==> src/fifo_data_pkg.sv <==
// Data-path types: pixel word and item count.
package fifo_data_pkg;

  // Width of one pixel as it travels through the FIFO.
  localparam int PIXEL_W = 16;

  // Width of every occupancy count in the subsystem.
  // Sixteen bits cover a core of up to 2**15 entries plus the output stage.
  localparam int LEVEL_W = 16;

  // One pixel word, written by the producer and popped by the consumer.
  typedef logic [PIXEL_W-1:0] pixel_t;

  // Item count, used for the core fill level and the subsystem level.
  typedef logic [LEVEL_W-1:0] level_t;

endpackage

==> src/fifo_cfg_pkg.sv <==
// Configuration bus types, register map and threshold reset value.
package fifo_cfg_pkg;

  localparam int CFG_ADDR_W = 4;  // Register address width.
  localparam int CFG_DATA_W = 16; // Register data width.

  typedef logic [CFG_ADDR_W-1:0] cfg_addr_t;
  typedef logic [CFG_DATA_W-1:0] cfg_data_t;

  // Command from the master. It is held stable while cfg_req is high.
  typedef struct packed {
    logic      write; // 1 for a write, 0 for a read.
    cfg_addr_t addr;
    cfg_data_t wdata;
  } cfg_req_t;

  // Response to the master, valid while cfg_ack is high.
  typedef struct packed {
    cfg_data_t rdata;
  } cfg_rsp_t;

  // Register map.
  localparam cfg_addr_t ADDR_THRESH = 4'd0; // Almost-full threshold, read-write.
  localparam cfg_addr_t ADDR_LEVEL  = 4'd1; // Subsystem occupancy, read-only.
  localparam cfg_addr_t ADDR_STATUS = 4'd2; // Sticky flags, write 1 to clear.

  // Bit of ADDR_STATUS that holds the sticky overflow flag.
  localparam int STATUS_OVF_BIT = 0;

  // Almost-full threshold after reset.
  localparam cfg_data_t THRESH_RESET = 16'd12;

endpackage

==> src/fifo_ram.sv <==
// Simple dual-port pixel memory with a registered read port.
`timescale 1ns/100ps

module fifo_ram #(
  parameter int DEPTH_LOG2 = 4
) (
  input  logic                     RD_CLK,
  input  logic                     wr_en,
  input  logic [DEPTH_LOG2-1:0]    wr_addr,
  input  fifo_data_pkg::pixel_t    wr_data,
  input  logic                     rd_en,
  input  logic [DEPTH_LOG2-1:0]    rd_addr,
  output fifo_data_pkg::pixel_t    rd_data
);

  localparam int DEPTH = 2 ** DEPTH_LOG2;

  fifo_data_pkg::pixel_t mem [0:DEPTH-1];

  // Write port.
  always_ff @(posedge RD_CLK) begin
    if (wr_en) begin
      mem[wr_addr] <= wr_data;
    end
  end

  // The read register only loads on rd_en, so the last word read stays on
  // rd_data until the next read. This matches a block RAM output latch.
  always_ff @(posedge RD_CLK) begin
    if (rd_en) begin
      rd_data <= mem[rd_addr];
    end
  end

endmodule

==> src/fifo_core.sv <==
// FIFO core: pointers, item count, hard full, overflow and RAM read control.
`timescale 1ns/100ps

module fifo_core #(
  parameter int DEPTH_LOG2 = 4
) (
  input  logic                  RD_CLK,
  input  logic                  RESET,
  input  logic                  wren,
  input  fifo_data_pkg::pixel_t din,
  input  logic                  rd_en,
  output fifo_data_pkg::pixel_t dout,
  output logic                  empty,
  output logic                  hard_full,
  output logic                  overflow
);

  // Number of words the RAM can hold.
  localparam fifo_data_pkg::level_t DEPTH = fifo_data_pkg::level_t'(2 ** DEPTH_LOG2);

  logic [DEPTH_LOG2-1:0] wr_ptr;
  logic [DEPTH_LOG2-1:0] rd_ptr;
  fifo_data_pkg::level_t count;  // Words currently held in the RAM.
  logic                  accept; // Write taken into the RAM this cycle.

  // Both flags decode the registered count, so overflow below depends only
  // on wren and register state.
  assign empty     = (count == '0);
  assign hard_full = (count == DEPTH);

  assign accept   = wren && !hard_full;
  assign overflow = wren && hard_full; // The word on din is dropped.

  // Pointers wrap on their own since the depth is a power of two.
  always_ff @(posedge RD_CLK) begin
    if (RESET) begin
      wr_ptr <= '0;
      rd_ptr <= '0;
    end else begin
      if (accept) begin
        wr_ptr <= wr_ptr + 1'b1;
      end
      if (rd_en) begin
        rd_ptr <= rd_ptr + 1'b1;
      end
    end
  end

  always_ff @(posedge RD_CLK) begin
    if (RESET) begin
      count <= '0;
    end else begin
      case ({accept, rd_en})
        2'b10:   count <= count + 1'b1;
        2'b01:   count <= count - 1'b1;
        default: count <= count; // Idle, or a write and a read together.
      endcase
    end
  end

  fifo_ram #(
    .DEPTH_LOG2 (DEPTH_LOG2)
  ) fifo_ram_inst (
    .RD_CLK  (RD_CLK),
    .wr_en   (accept),
    .wr_addr (wr_ptr),
    .wr_data (din),
    .rd_en   (rd_en),
    .rd_addr (rd_ptr),
    .rd_data (dout)
  );

  // The output stage must never pull from an empty core, or the pointers
  // would run past each other.
  a_no_read_when_empty : assert property (
    @(posedge RD_CLK) disable iff (RESET)
    !(rd_en && empty)
  ) else $error("fifo_core: read enable while the core is empty.");

endmodule

==> src/fifo_out_stage.sv <==
// Prefetch output stage giving first-word-fall-through with registered dout and empty.
`timescale 1ns/100ps

module fifo_out_stage (
  input  logic                  RD_CLK,
  input  logic                  RESET,
  input  logic                  core_empty,
  input  fifo_data_pkg::pixel_t core_dout,
  output logic                  core_rd_en,
  input  logic                  rden,
  output fifo_data_pkg::pixel_t dout,
  output logic                  empty
);

  fifo_data_pkg::pixel_t middle_dout;

  // Three slots: the word on core_dout, the middle register and dout.
  logic fifo_valid;   // core_dout holds a word read in the previous cycle.
  logic middle_valid;
  logic dout_valid;

  logic will_update_middle;
  logic will_update_dout;

  // dout loads whenever a word is waiting and dout is free or being popped.
  assign will_update_dout = (middle_valid || fifo_valid) && (rden || !dout_valid);

  // The core word goes to the middle register when dout cannot take it
  // directly. That happens when middle is empty and dout is busy, or when
  // dout is taking the middle word this cycle.
  assign will_update_middle = fifo_valid && (middle_valid == will_update_dout);

  // Keep reading until every slot is occupied, so no word gets lost.
  assign core_rd_en = !core_empty && !(fifo_valid && middle_valid && dout_valid);

  assign empty = !dout_valid;

  always_ff @(posedge RD_CLK) begin
    if (RESET) begin
      fifo_valid   <= 1'b0;
      middle_valid <= 1'b0;
      dout_valid   <= 1'b0;
    end else begin
      // A fresh read refills core_dout even if its old word moves on.
      if (core_rd_en) begin
        fifo_valid <= 1'b1;
      end else if (will_update_middle || will_update_dout) begin
        fifo_valid <= 1'b0;
      end

      if (will_update_middle) begin
        middle_valid <= 1'b1;
      end else if (will_update_dout) begin
        middle_valid <= 1'b0; // Middle word moved to dout.
      end

      if (will_update_dout) begin
        dout_valid <= 1'b1;
      end else if (rden) begin
        dout_valid <= 1'b0;
      end
    end
  end

  // Data registers follow the valid flags above.
  always_ff @(posedge RD_CLK) begin
    if (will_update_middle) begin
      middle_dout <= core_dout;
    end
    if (will_update_dout) begin
      dout <= middle_valid ? middle_dout : core_dout; // Older word first.
    end
  end

  // A word on dout that is not popped must stay there unchanged.
  a_hold_under_backpressure : assert property (
    @(posedge RD_CLK) disable iff (RESET)
    (!empty && !rden) |=> (!empty && $stable(dout))
  ) else $error("fifo_out_stage: dout changed while held.");

endmodule

==> src/fifo_csr.sv <==
// Configuration register block: threshold, subsystem level, almost full, sticky overflow.
`timescale 1ns/100ps

module fifo_csr (
  input  logic                   RD_CLK,
  input  logic                   RESET,
  input  logic                   cfg_req,
  input  fifo_cfg_pkg::cfg_req_t cfg_cmd,
  output logic                   cfg_ack,
  output fifo_cfg_pkg::cfg_rsp_t cfg_rsp,
  input  logic                   wren,
  input  logic                   overflow,
  input  logic                   pop,
  output logic                   full
);

  typedef enum logic [1:0] {
    IDLE,
    ACK,
    WAIT_REQ_LOW
  } state_t;

  state_t                  state;
  fifo_cfg_pkg::cfg_data_t thresh;
  fifo_data_pkg::level_t   level;
  logic                    ovf_sticky;
  logic                    access; // Single-cycle strobe for the bus access.
  logic                    write_acc;

  assign access    = (state == IDLE) && cfg_req;
  assign write_acc = access && cfg_cmd.write;

  // Acknowledge is a decode of the state register.
  assign cfg_ack = (state != IDLE);

  // Four-phase handshake.
  always_ff @(posedge RD_CLK) begin
    if (RESET) begin
      state <= IDLE;
    end else begin
      case (state)
        IDLE:         if (cfg_req) state <= ACK;
        ACK:          state <= cfg_req ? WAIT_REQ_LOW : IDLE;
        WAIT_REQ_LOW: if (!cfg_req) state <= IDLE;
        default:      state <= IDLE;
      endcase
    end
  end

  // Read data is captured once per request and held until the next one.
  always_ff @(posedge RD_CLK) begin
    if (access) begin
      case (cfg_cmd.addr)
        fifo_cfg_pkg::ADDR_THRESH: cfg_rsp.rdata <= thresh;
        fifo_cfg_pkg::ADDR_LEVEL:  cfg_rsp.rdata <= level;
        fifo_cfg_pkg::ADDR_STATUS: begin
          cfg_rsp.rdata <= '0;
          cfg_rsp.rdata[fifo_cfg_pkg::STATUS_OVF_BIT] <= ovf_sticky;
        end
        default:                   cfg_rsp.rdata <= '0;
      endcase
    end
  end

  always_ff @(posedge RD_CLK) begin
    if (RESET) begin
      thresh     <= fifo_cfg_pkg::THRESH_RESET;
      ovf_sticky <= 1'b0;
    end else begin
      if (write_acc && (cfg_cmd.addr == fifo_cfg_pkg::ADDR_THRESH)) begin
        thresh <= cfg_cmd.wdata;
      end
      // A new overflow wins over a clear in the same cycle.
      if (overflow) begin
        ovf_sticky <= 1'b1;
      end else if (write_acc && (cfg_cmd.addr == fifo_cfg_pkg::ADDR_STATUS)
                   && cfg_cmd.wdata[fifo_cfg_pkg::STATUS_OVF_BIT]) begin
        ovf_sticky <= 1'b0;
      end
    end
  end

  // Level covers the core and the output stage together.
  always_ff @(posedge RD_CLK) begin
    if (RESET) begin
      level <= '0;
      full  <= 1'b0;
    end else begin
      case ({wren && !overflow, pop})
        2'b10:   level <= level + 1'b1;
        2'b01:   level <= level - 1'b1;
        default: level <= level;
      endcase
      full <= (level >= thresh); // Lags the level by one cycle.
    end
  end

  // The master keeps its request up until it sees the acknowledge.
  a_ack_needs_req : assert property (
    @(posedge RD_CLK) disable iff (RESET)
    $rose(cfg_ack) |-> cfg_req
  ) else $error("fifo_csr: cfg_ack rose without a request.");

endmodule

==> src/line_fifo_top.sv <==
// Line FIFO top level: core, prefetch output stage and register block.
`timescale 1ns/100ps

module line_fifo_top #(
  parameter int DEPTH_LOG2 = 4
) (
  input  logic                   RD_CLK,
  input  logic                   RESET,
  input  logic                   wren,
  input  fifo_data_pkg::pixel_t  din,
  output logic                   overflow,
  input  logic                   rden,
  output fifo_data_pkg::pixel_t  dout,
  output logic                   empty,
  output logic                   full,
  input  logic                   cfg_req,
  output logic                   cfg_ack,
  input  fifo_cfg_pkg::cfg_req_t cfg_cmd,
  output fifo_cfg_pkg::cfg_rsp_t cfg_rsp
);

  logic                  core_rd_en;
  logic                  core_empty;
  fifo_data_pkg::pixel_t core_dout;
  logic                  pop; // A word leaves the subsystem.

  assign pop = rden && !empty;

  // Hard full only matters inside the core, where it drives overflow.
  fifo_core #(
    .DEPTH_LOG2 (DEPTH_LOG2)
  ) fifo_core_inst (
    .RD_CLK    (RD_CLK),
    .RESET     (RESET),
    .wren      (wren),
    .din       (din),
    .rd_en     (core_rd_en),
    .dout      (core_dout),
    .empty     (core_empty),
    .hard_full (),
    .overflow  (overflow)
  );

  fifo_out_stage fifo_out_stage_inst (
    .RD_CLK     (RD_CLK),
    .RESET      (RESET),
    .core_empty (core_empty),
    .core_dout  (core_dout),
    .core_rd_en (core_rd_en),
    .rden       (rden),
    .dout       (dout),
    .empty      (empty)
  );

  fifo_csr fifo_csr_inst (
    .RD_CLK   (RD_CLK),
    .RESET    (RESET),
    .cfg_req  (cfg_req),
    .cfg_cmd  (cfg_cmd),
    .cfg_ack  (cfg_ack),
    .cfg_rsp  (cfg_rsp),
    .wren     (wren),
    .overflow (overflow),
    .pop      (pop),
    .full     (full)
  );

endmodule

==> config.mk <==
export PLATFORM = sky130hd
export DESIGN_NAME = line_fifo_top
export DESIGN_NICKNAME = d
export VERILOG_FILES = /design/src/fifo_data_pkg.sv /design/src/fifo_cfg_pkg.sv /design/src/fifo_ram.sv /design/src/fifo_core.sv /design/src/fifo_out_stage.sv /design/src/fifo_csr.sv /design/src/line_fifo_top.sv
export SDC_FILE = /design/constraint.sdc
export NUM_CORES = 1
export LEC_CHECK = 0
export ABC_AREA = 1
export BUFFER_PORTS_ARGS = -buffer_cell sky130_fd_sc_hd__buf_2
export CELL_PAD_IN_SITES_DETAIL_PLACEMENT = 1
export CELL_PAD_IN_SITES_GLOBAL_PLACEMENT = 2
export CORE_MARGIN = 1
export CORE_UTILIZATION = 39
export DETAILED_ROUTE_END_ITERATION = 7
export PLACE_DENSITY_LB_ADDON = 0.1
export SKIP_LAST_GASP = 1
export SYNTH_ARGS = -nofsm -noshare
export SYNTH_HDL_FRONTEND = slang
export SYNTH_SLANG_ARGS = --single-unit
==> constraint.sdc <==
create_clock -name RD_CLK -period 5.1 [get_ports RD_CLK]
set_clock_uncertainty 0.05 [all_clocks]
set_input_delay 0.255 -clock RD_CLK [delete_from_list [all_inputs] [get_ports RD_CLK]]
set_output_delay 0.255 -clock RD_CLK [all_outputs]
set_load 0.1 [all_outputs]
==> results.yml, run 1 <==
logic_synthesis:
  synth_flop_cell: "edfxtp_1"
  synth_top_area_frac: 0.561
  synth_edf_count: 320
  async_flop_share: 0
  synth_most_common_cell: "edfxtp_1"
  ys_seq_area_frac: 0.634
  syn-num-nets: 1759
  yosysTopAreaCell: "edfxtp_1"
  ys_seq_elements: 383
  ys_types: 35
  syn_inst: 1664
  syn_avg_cell_area_sq_um: 10.3
  ys_top_cells_by_area: "edfxtp_1 56%, dfxtp_1 7.4%, nand2_1 5.8%"
  synth_commonest_cells: "320 x edfxtp_1, 266 x nand2_1, 250 x nor2_1, 152 x inv_1, 91 x o21ai_0"
  synth.yosys.warnings: 0
  synth_area_sq_um: 17100
setup_path:
  max_stage_delay_ns: 0.78
  crit_buf_inv: 2
  endpoint_kind: "flop"
  worstSetupPathType: "reg2reg"
  cp_num_cells: 16
  cp_data_arrival_time_ns: 4.05
  worst_path_max_delay_cell: "ha_1"
  cp_max_fo: 19
  startpoint_type: "flop"
  path_cells: "nor2_1 > nand2_1 > nor2_1 > nand3_1 > nand2_1 > inv_2 > ha_1 > ha_1 > or2_1 > and2_1 > nand3_1 > nand3_1 > nand2_1 > nand3_1 > nand2_1 > inv_1"
  reg2regPathDepth: 16
  critical_path.top_delay_family: "simple AND/OR/NAND/NOR gates"
  crit_required_ns: 5.51
cells_and_area:
  final_nets: 1873
  fin_util: 0.461
  area_growth_pct: 16.1
  drive_above_1_share: 0.120
pwr:
  clkPwrFrac: 0.364
  irDropWorstVdd_mv: 0.302
  switchingPower_mw: 2.46
  seqPwrFrac: 0.457
  switching_share: 0.300
  p_per_area_nw_per_um2: 413
  p_int_mw: 5.75
  p_comb_frac: 0.179
  leakage_nw: 7.70
hold_path:
  hold-path-cell-count: 1
  hp-class: "in2reg"
drt:
  route.detailed.drc: 0
  drt_iter0_drc: 863
  vias_per_cell: 5.09
  avgRoutedWirePerCell_microns: 19.4
  vias: 12200
  drt-total-wl_microns: 46500
  ant_nets: 0
  firstDrtPassIters: 4
clocking:
  cts_sinks: 383
  max-clock-path-buffers: 3
  cts_tree: "built"
  cts-buffers-inserted: 44
  clock_latency_ns: 0.58
  cts_resized: 0
  clkTransAtPathRegs_ns: 0.06
  htreeDepth: 2
  cts-root-buf: "clkbuf_16"
timing:
  min_period_ns: 3.64
  setup_tns_ns: 0
  rsz0062_at_grt: "no"
  finalSetupViolCount: 0
  hold_viol: 0
  fin_crit_sh: 0.713
  tightest_slew_ns: 0.891
  max_slew_margin: 0.406
  fmax_mhz: 275
  slew_viol_final: 0
global_routing:
  grt_use_total: 0.212
  grt_max_degree: 81
  grt_pass1_wl_microns: 71900
  antenna_found_initial: 8
  grt_pass1_vias: 12600
  grt_overflow: 0
floorplan:
  num_io_pins: 78
  die-area_sq_um: 44800
  dieWidth_microns: 212
  die_h_microns: 212
  initial_core_util: 0.397
  core_sq_um: 43200
  row_count: 76
placement:
  placement.io_buffers: 77
  hpwl_microns: 28800
  gp_congestion: 0.760
status:
  outcome: "finished clean"
run:
  drv_cap: 0
-- area by class of cell --
class                   count  area (sq um)
fillers                  4802         23300
flip-flops and latches    383         10900
multi-input cells        1038          5320
clock buffers              71          1280
repair buffers            139           936
well taps                 585           732
inverters                 172           648
clock inverters            11          87.6
diodes                      2          5.00
-- stage by stage --
step	std cells	instance area (sq um)	worst slack, ns	hold WS (ns)	power [mW]
floorplan	1664	17100	2.24	0.304	4.86
global placement	2283	18200	1.50	0.371	5.26
detailed placement	2283	18200	1.44	0.388	5.29
CTS	2399	19900	1.41	0.00644	8.32
global route	2401	19900	1.04	0.0189	8.61
finish	2401	19900	1.46	0.0355	8.22
-- power groups by stage --
stage | logic (mW) | registers [mW] | clock network (mW)
after floorplan | 0.856 | 4.01 | 0
final | 1.47 | 3.75 | 2.99
after global routing | 1.64 | 3.78 | 3.19
after CTS | 1.50 | 3.75 | 3.07
after detailed placement | 1.47 | 3.82 | 0
after global placement | 1.45 | 3.81 | 0
-- per-layer routing --
layer  vias up  track usage  wire [microns]
met2       175        0.344           21500
met4         2       0.0565             823
met5         -            0              13
met3        58       0.0372            1720
met1      6019        0.293           22400
li1       5966            -               -
-- kinds of logic after synthesis --
family,synth area share
simple gates,0.152
buf+inv,0.0580
xor+xnor,0.00715
flops,0.634
compound gates,0.109
fa+ha+maj,0.0396
-- what timing repair did --
item	in CTS	in global routing
buffers inserted	0	0
endpoints found under the setup margin	0	0
hold endpoints to repair	258	0
hold buffers	34	0
-- registers in the layout, summed over array words and instances, names as in the netlist, 2 cells and up --
register,count
fifo_csr_inst.thresh,16
fifo_core_inst.rd_ptr,4
fifo_out_stage_inst.dout,16
fifo_csr_inst.cfg_rsp,16
fifo_csr_inst.state,2
fifo_core_inst.fifo_ram_inst.rd_data,16
fifo_out_stage_inst.middle_dout,16
fifo_csr_inst.level,16
fifo_core_inst.count,16
fifo_core_inst.wr_ptr,4
fifo_core_inst.fifo_ram_inst.mem,256
-- worst register-to-register path: stages, from the launching register on --
cell	delay [ns]
dfxtp_1	0.42
nor2_1	0.08
nand2_1	0.09
nor2_1	0.06
nand3_1	0.15
nand2_1	0.17
inv_2	0.43
ha_1	0.79
ha_1	0.41
or2_1	0.25
and2_1	0.20
nand3_1	0.10
nand3_1	0.08
nand2_1	0.06
nand3_1	0.09
nand2_1	0.09
inv_1	0.03
-- cell usage in the layout (no fill, tap or decap), types with 3 or more instances in the layout --
cell type and count:
edfxtp_1 320, nand2_1 266, nor2_1 234, inv_1 152, o21ai_0 91, o21ai_1 86
buf_2 77, nand3_1 75, o211ai_1 70, a21oi_1 65, dfxtp_1 60, ha_1 51
clkbuf_16 45, dlygate4sd3_1 34, nor2_2 30, buf_4 28, clkbuf_1 20, o22ai_1 16
inv_2 16, nor3_1 13, xor2_1 8, nand4_1 7, clkinv_1 6, xnor2_1 6
clkbuf_8 6, clkinv_2 6, or2_1 5, nand3b_1 3
-- path summary, 6_finish.rpt --
path,slack (ns),to,start
setup / recovery,1.46,fifo_core_inst.count[12],fifo_core_inst.count[0]
hold / removal,0.04,fifo_core_inst.fifo_ram_inst.mem[0][13],din[13]
setup reg to reg,1.46,fifo_core_inst.count[12],fifo_core_inst.count[0]
hold reg to reg,0.39,fifo_csr_inst.state[1],fifo_csr_inst.state[1]
(Power assumes the default switching activity.)
==> run 2, diff against run 1 <==
clock period = 3.5 ns   (was 5.1 ns; I/O delays follow)
==> results.yml, run 2 (synthesis gave the netlist of run 1 again) <==
status:
  outcome: "finished clean"
cells_and_area:
  nFillCells: 4807
  stdcell_count: 2410
  final_cell_area_sq_um: 20000
  drive_above_1_share: 0.122
  final_nets: 1885
  largest_reg_flops: 256
  area_growth_pct: 16.7
  top_register: "fifo_core_inst.fifo_ram_inst.mem"
  layout_common_cells: "320 x edfxtp_1, 266 x nand2_1, 234 x nor2_1, 152 x inv_1, 91 x o21ai_0"
  layout_commonest_cell: "edfxtp_1"
pwr:
  power_mw: 11.8
  seqPwrFrac: 0.459
  p_per_area_nw_per_um2: 592
  p_comb_frac: 0.186
  switching_share: 0.302
  switchingPower_mw: 3.57
  clkPwrFrac: 0.355
  p_int_mw: 8.27
  leakage_nw: 7.74
  irDropWorstVdd_mv: 0.393
timing:
  hold_viol: 0
  whs_ns: 0.0323
  fmax_mhz: 332
  rsz0062_at_grt: "no"
  setup_tns_ns: 0
  min_period_ns: 3.01
  finalSetupViolCount: 0
  max_slew_margin: 0.378
  fin_crit_sh: 0.860
  slew_viol_final: 0
  tightest_slew_ns: 0.927
global_routing:
  antenna_found_initial: 6
  grt_max_degree: 132
  grt_pass1_wl_microns: 73000
  grt_overflow: 0
  grt_pass1_vias: 12700
  grt_use_total: 0.214
clocking:
  cts_sinks: 383
  cts-root-buf: "clkbuf_16"
  post-cts-setup-buffer-count: 0
  clock_latency_ns: 0.57
  max-clock-path-buffers: 3
  cts-buffers-inserted: 43
  clkTransAtPathRegs_ns: 0.06
  cts_tree: "built"
  htreeDepth: 2
setup_path:
  worst_path_max_delay_cell: "ha_1"
  cp_data_arrival_time_ns: 3.42
  cp_max_fo: 16
  crit_buf_inv: 5
  crit_required_ns: 3.91
  startpoint_type: "flop"
  crit_top_cell: "nand2_1"
  endpoint_kind: "flop"
  path_cells: "inv_1 > nand3_1 > nor3_1 > nand3_1 > nand2_1 > inv_2 > ha_1 > buf_4 > ha_1 > nand2_1 > inv_1 > a21oi_1 > nand2_1 > nand2_1 > nand2_1 > nand2_1 > nand3_1 > nand2_1 > inv_1"
  worstSetupPathType: "reg2reg"
  max_stage_delay_ns: 0.37
  critical_path.top_delay_family: "simple AND/OR/NAND/NOR gates"
hold_path:
  hp-class: "in2reg"
drt:
  avgRoutedWirePerCell_microns: 19.3
  route.detailed.drc: 0
  drt_iter0_drc: 731
  vias: 12200
  drt-total-wl_microns: 46500
  vias_per_cell: 5.08
  ant_nets: 0
  firstDrtPassIters: 4
placement:
  hpwl_microns: 29400
  placement.io_buffers: 77
  gp_congestion: 0.766
  place_area_sq_um: 18400
  dp_cells: 2295
floorplan:
  dieWidth_microns: 212
  die_h_microns: 212
  core_sq_um: 43200
  initial_core_util: 0.397
  num_io_pins: 78
  die-area_sq_um: 44800
  row_count: 76
run:
  drv_cap: 0
## run 2: changes by cell type in the layout (fill, tap and decap cells not counted), sizes merged
cell,before,now
clkinvlp,0,2
buf,105,117
dlygate4sd3,34,35
clkbuf,71,58
bufinv,0,1
clkinv,14,20
## run 2: final timing paths
check	startpoint	end	slack (ns)	cells after the start
worst max-delay path	fifo_core_inst.count[8]	fifo_core_inst.count[11]	0.49	19
worst max register to register	fifo_core_inst.count[8]	fifo_core_inst.count[11]	0.49	19
worst min register to register	fifo_csr_inst.state[0]	fifo_csr_inst.state[1]	0.39	1
worst min-delay path	cfg_cmd[20]	fifo_csr_inst.thresh[3]	0.03	4
## run 2: timing repair
item	CTS	global route
resized for setup	0	0
endpoints found under the hold margin	277	0
hold buffers	35	0
## run 2: worst reg2reg max path, stage by stage (launching register included)
cell     delay, ns
dfxtp_1       0.33
inv_1         0.09
nand3_1       0.07
nor3_1        0.25
nand3_1       0.22
nand2_1       0.15
inv_2         0.07
ha_1          0.20
buf_4         0.21
ha_1          0.38
nand2_1       0.11
inv_1         0.06
a21oi_1       0.19
nand2_1       0.14
nand2_1       0.11
nand2_1       0.05
nand2_1       0.05
nand3_1       0.06
nand2_1       0.08
inv_1         0.04
## run 2: final cells by class
cell class	instances	area [sq um]	share of cell area
Antenna cell	2	5.00	0.000250
Clock buffer	58	1160	0.0578
Clock inverter	20	140	0.00701
Inverter	172	648	0.0324
Multi-Input combinational cell	1038	5320	0.266
Sequential cell	383	10900	0.544
Tap cell	585	732	0.0366
Timing Repair Buffer	152	1120	0.0562
## run 2: power groups by stage
| stage | sequential, mW | combinational, mW | clock, mW |
|---|---|---|---|
| 2_1_floorplan | 5.84 | 1.25 | 0 |
| 3_3_place_gp | 5.53 | 2.16 | 0 |
| 3_5_place_dp | 5.54 | 2.19 | 0 |
| 4_1_cts | 5.44 | 2.23 | 4.32 |
| 5_1_grt | 5.47 | 2.46 | 4.49 |
| 6_report | 5.44 | 2.20 | 4.21 |
## run 2: layer usage
metal,track usage,vias up,wire [microns]
li1,-,5982,-
met1,0.300,6011,22200
met2,0.345,186,21500
met3,0.0335,60,1870
met4,0.0572,2,902
met5,0,-,19
## run 2: stage by stage
step	util	setup WS, ns
5_1_grt	0.463	0.0907
6_report	0.463	0.489
4_1_cts	0.463	0.409
2_1_floorplan	-	0.641
3_3_place_gp	0.425	0.507
3_5_place_dp	0.425	0.433
==> run 3, diff against run 2 <==
--- a/config.mk
+++ b/config.mk
@@ -10,4 +10,5 @@
 export CELL_PAD_IN_SITES_DETAIL_PLACEMENT = 1
 export CELL_PAD_IN_SITES_GLOBAL_PLACEMENT = 2
+export CORE_ASPECT_RATIO = 2
 export CORE_MARGIN = 1
 export CORE_UTILIZATION = 39
--- a/constraint.sdc
+++ b/constraint.sdc
@@ -3,3 +3,3 @@
 set_input_delay 0.175 -clock RD_CLK [delete_from_list [all_inputs] [get_ports RD_CLK]]
 set_output_delay 0.175 -clock RD_CLK [all_outputs]
-set_load 0.1 [all_outputs]
+set_load 0.02 [all_outputs]
==> results.yml, run 3 (synthesis gave the netlist of run 1 again) <==
cells_and_area:
  drive_above_1_share: 0.123
  layout_commonest_cell: "edfxtp_1"
  final_nets: 1871
  area_growth_pct: 15.2
  layout_common_cells: "320 x edfxtp_1, 266 x nand2_1, 234 x nor2_1, 152 x inv_1, 91 x o21ai_0"
  n_antenna_cell: 0
  top_register: "fifo_core_inst.fifo_ram_inst.mem"
  fin_util: 0.455
  nFillCells: 4756
  largest_reg_flops: 256
  final_cell_area_sq_um: 19700
  stdcell_count: 2354
pwr:
  seqPwrFrac: 0.479
  p_comb_frac: 0.163
  switching_share: 0.281
  irDropWorstVdd_mv: 0.513
  switchingPower_mw: 3.20
  p_per_area_nw_per_um2: 575
  leakage_nw: 7.67
  p_int_mw: 8.17
  clkPwrFrac: 0.358
timing:
  max_slew_margin: 0.347
  hold_viol: 0
  tightest_slew_ns: 0.980
  min_period_ns: 3.09
  whs_ns: 0.0393
  setup_tns_ns: 0
  finalSetupViolCount: 0
  fmax_mhz: 324
  fin_crit_sh: 0.882
  rsz0062_at_grt: "no"
  slew_viol_final: 0
setup_path:
  crit_buf_inv: 3
  endpoint_kind: "flop"
  critical_path.top_delay_family: "simple AND/OR/NAND/NOR gates"
  startpoint_type: "flop"
  crit_top_cell: "nand2_1"
  max_stage_delay_ns: 0.34
  cp_max_fo: 16
  crit_required_ns: 3.88
  path_cells: "nor2_1 > nand3_1 > nor3_1 > nand2_1 > nand2_1 > buf_4 > ha_1 > buf_4 > ha_1 > or2_1 > nand3b_1 > nand2_1 > nand2_1 > nand2_1 > nand2_1 > nand3_1 > nand2_1 > inv_1"
  cp_data_arrival_time_ns: 3.47
  worst_path_max_delay_cell: "dfxtp_1"
  worstSetupPathType: "reg2reg"
drt:
  vias_per_cell: 5.21
  vias: 12300
  route.detailed.drc: 0
  avgRoutedWirePerCell_microns: 20.2
  ant_nets: 0
  drt_iter0_drc: 425
  firstDrtPassIters: 4
  drt-total-wl_microns: 47600
clocking:
  cts_tree: "built"
  cts_sinks: 383
  max-clock-path-buffers: 3
  htreeDepth: 2
  clock_latency_ns: 0.56
  post-cts-setup-buffer-count: 0
  cts-buffers-inserted: 36
  cts-root-buf: "clkbuf_16"
  clkTransAtPathRegs_ns: 0.07
placement:
  placement.io_buffers: 77
  hpwl_microns: 31300
  gp_congestion: 0.799
  place_area_sq_um: 18200
  dp_cells: 2253
global_routing:
  grt_use_total: 0.220
  grt_pass1_wl_microns: 73600
  grt_pass1_vias: 13300
  antenna_found_initial: 0
  grt_overflow: 0
  grt_max_degree: 95
status:
  outcome: "finished clean"
floorplan:
  num_io_pins: 78
  core_sq_um: 43400
  die_h_microns: 299
  initial_core_util: 0.395
  die-area_sq_um: 44800
  dieWidth_microns: 150
  row_count: 108
run:
  drv_cap: 0
hold_path:
  hp-class: "in2reg"
## run 3: final cells by class
class	count	area, sq um	share of cell area
Clock inverter	24	274	0.0139
Inverter	172	648	0.0328
Multi-Input combinational cell	1038	5320	0.270
Sequential cell	383	10900	0.551
Tap cell	550	688	0.0349
Clock buffer	42	923	0.0468
Timing Repair Buffer	145	1010	0.0511
## run 3: power by group through the flow
| stage | clock network [mW] | logic [mW] | registers [mW] |
|---|---|---|---|
| 6_report | 4.06 | 1.85 | 5.45 |
| 5_1_grt | 4.29 | 2.10 | 5.48 |
| 4_1_cts | 4.18 | 1.89 | 5.46 |
| 3_5_place_dp | 0 | 1.84 | 5.56 |
| 3_3_place_gp | 0 | 1.81 | 5.54 |
| 2_1_floorplan | 0 | 1.23 | 5.51 |
## run 3: through the flow
| step | power [mW] | setup WS [ns] |
|---|---|---|
| final | 11.4 | 0.412 |
| after global routing | 11.9 | 0.00990 |
| after CTS | 11.5 | 0.198 |
| after detailed placement | 7.40 | 0.200 |
| after global placement | 7.36 | 0.271 |
| after floorplan | 6.75 | 0.641 |
## run 3: routing by layer
metal | share of wire | wire length [microns] | track usage
met5 | 0 | 0 | 0
met4 | 0.047 | 2220 | 0.108
met3 | 0.028 | 1330 | 0.0285
met2 | 0.56 | 26600 | 0.428
met1 | 0.37 | 17400 | 0.225
## run 3: worst paths after layout
path | end | start | slack (ns) | cells after the start
max | fifo_csr_inst.level[13] | fifo_core_inst.count[13] | 0.41 | 18
min | fifo_csr_inst.thresh[2] | cfg_cmd[20] | 0.04 | 4
max reg2reg | fifo_csr_inst.level[13] | fifo_core_inst.count[13] | 0.41 | 18
min reg2reg | fifo_csr_inst.state[1] | fifo_csr_inst.state[0] | 0.39 | 1
## run 3: worst reg2reg max path: stages, from the launching register on
cell      delay, ns
dfxtp_1        0.34
nor2_1         0.11
nand3_1        0.07
nor3_1         0.28
nand2_1        0.15
nand2_1        0.11
buf_4          0.16
ha_1           0.16
buf_4          0.24
ha_1           0.31
or2_1          0.26
nand3b_1       0.12
nand2_1        0.15
nand2_1        0.12
nand2_1        0.06
nand2_1        0.06
nand3_1        0.09
nand2_1        0.09
inv_1          0.04
## run 3: what timing repair did
| action | 4_1_cts | 5_1_grt |
|---|---|---|
| resized for setup | 0 | 1 |
| hold buffers | 35 | 0 |
| endpoints found under the setup margin | 0 | 9 |
| endpoints found under the hold margin | 277 | 0 |
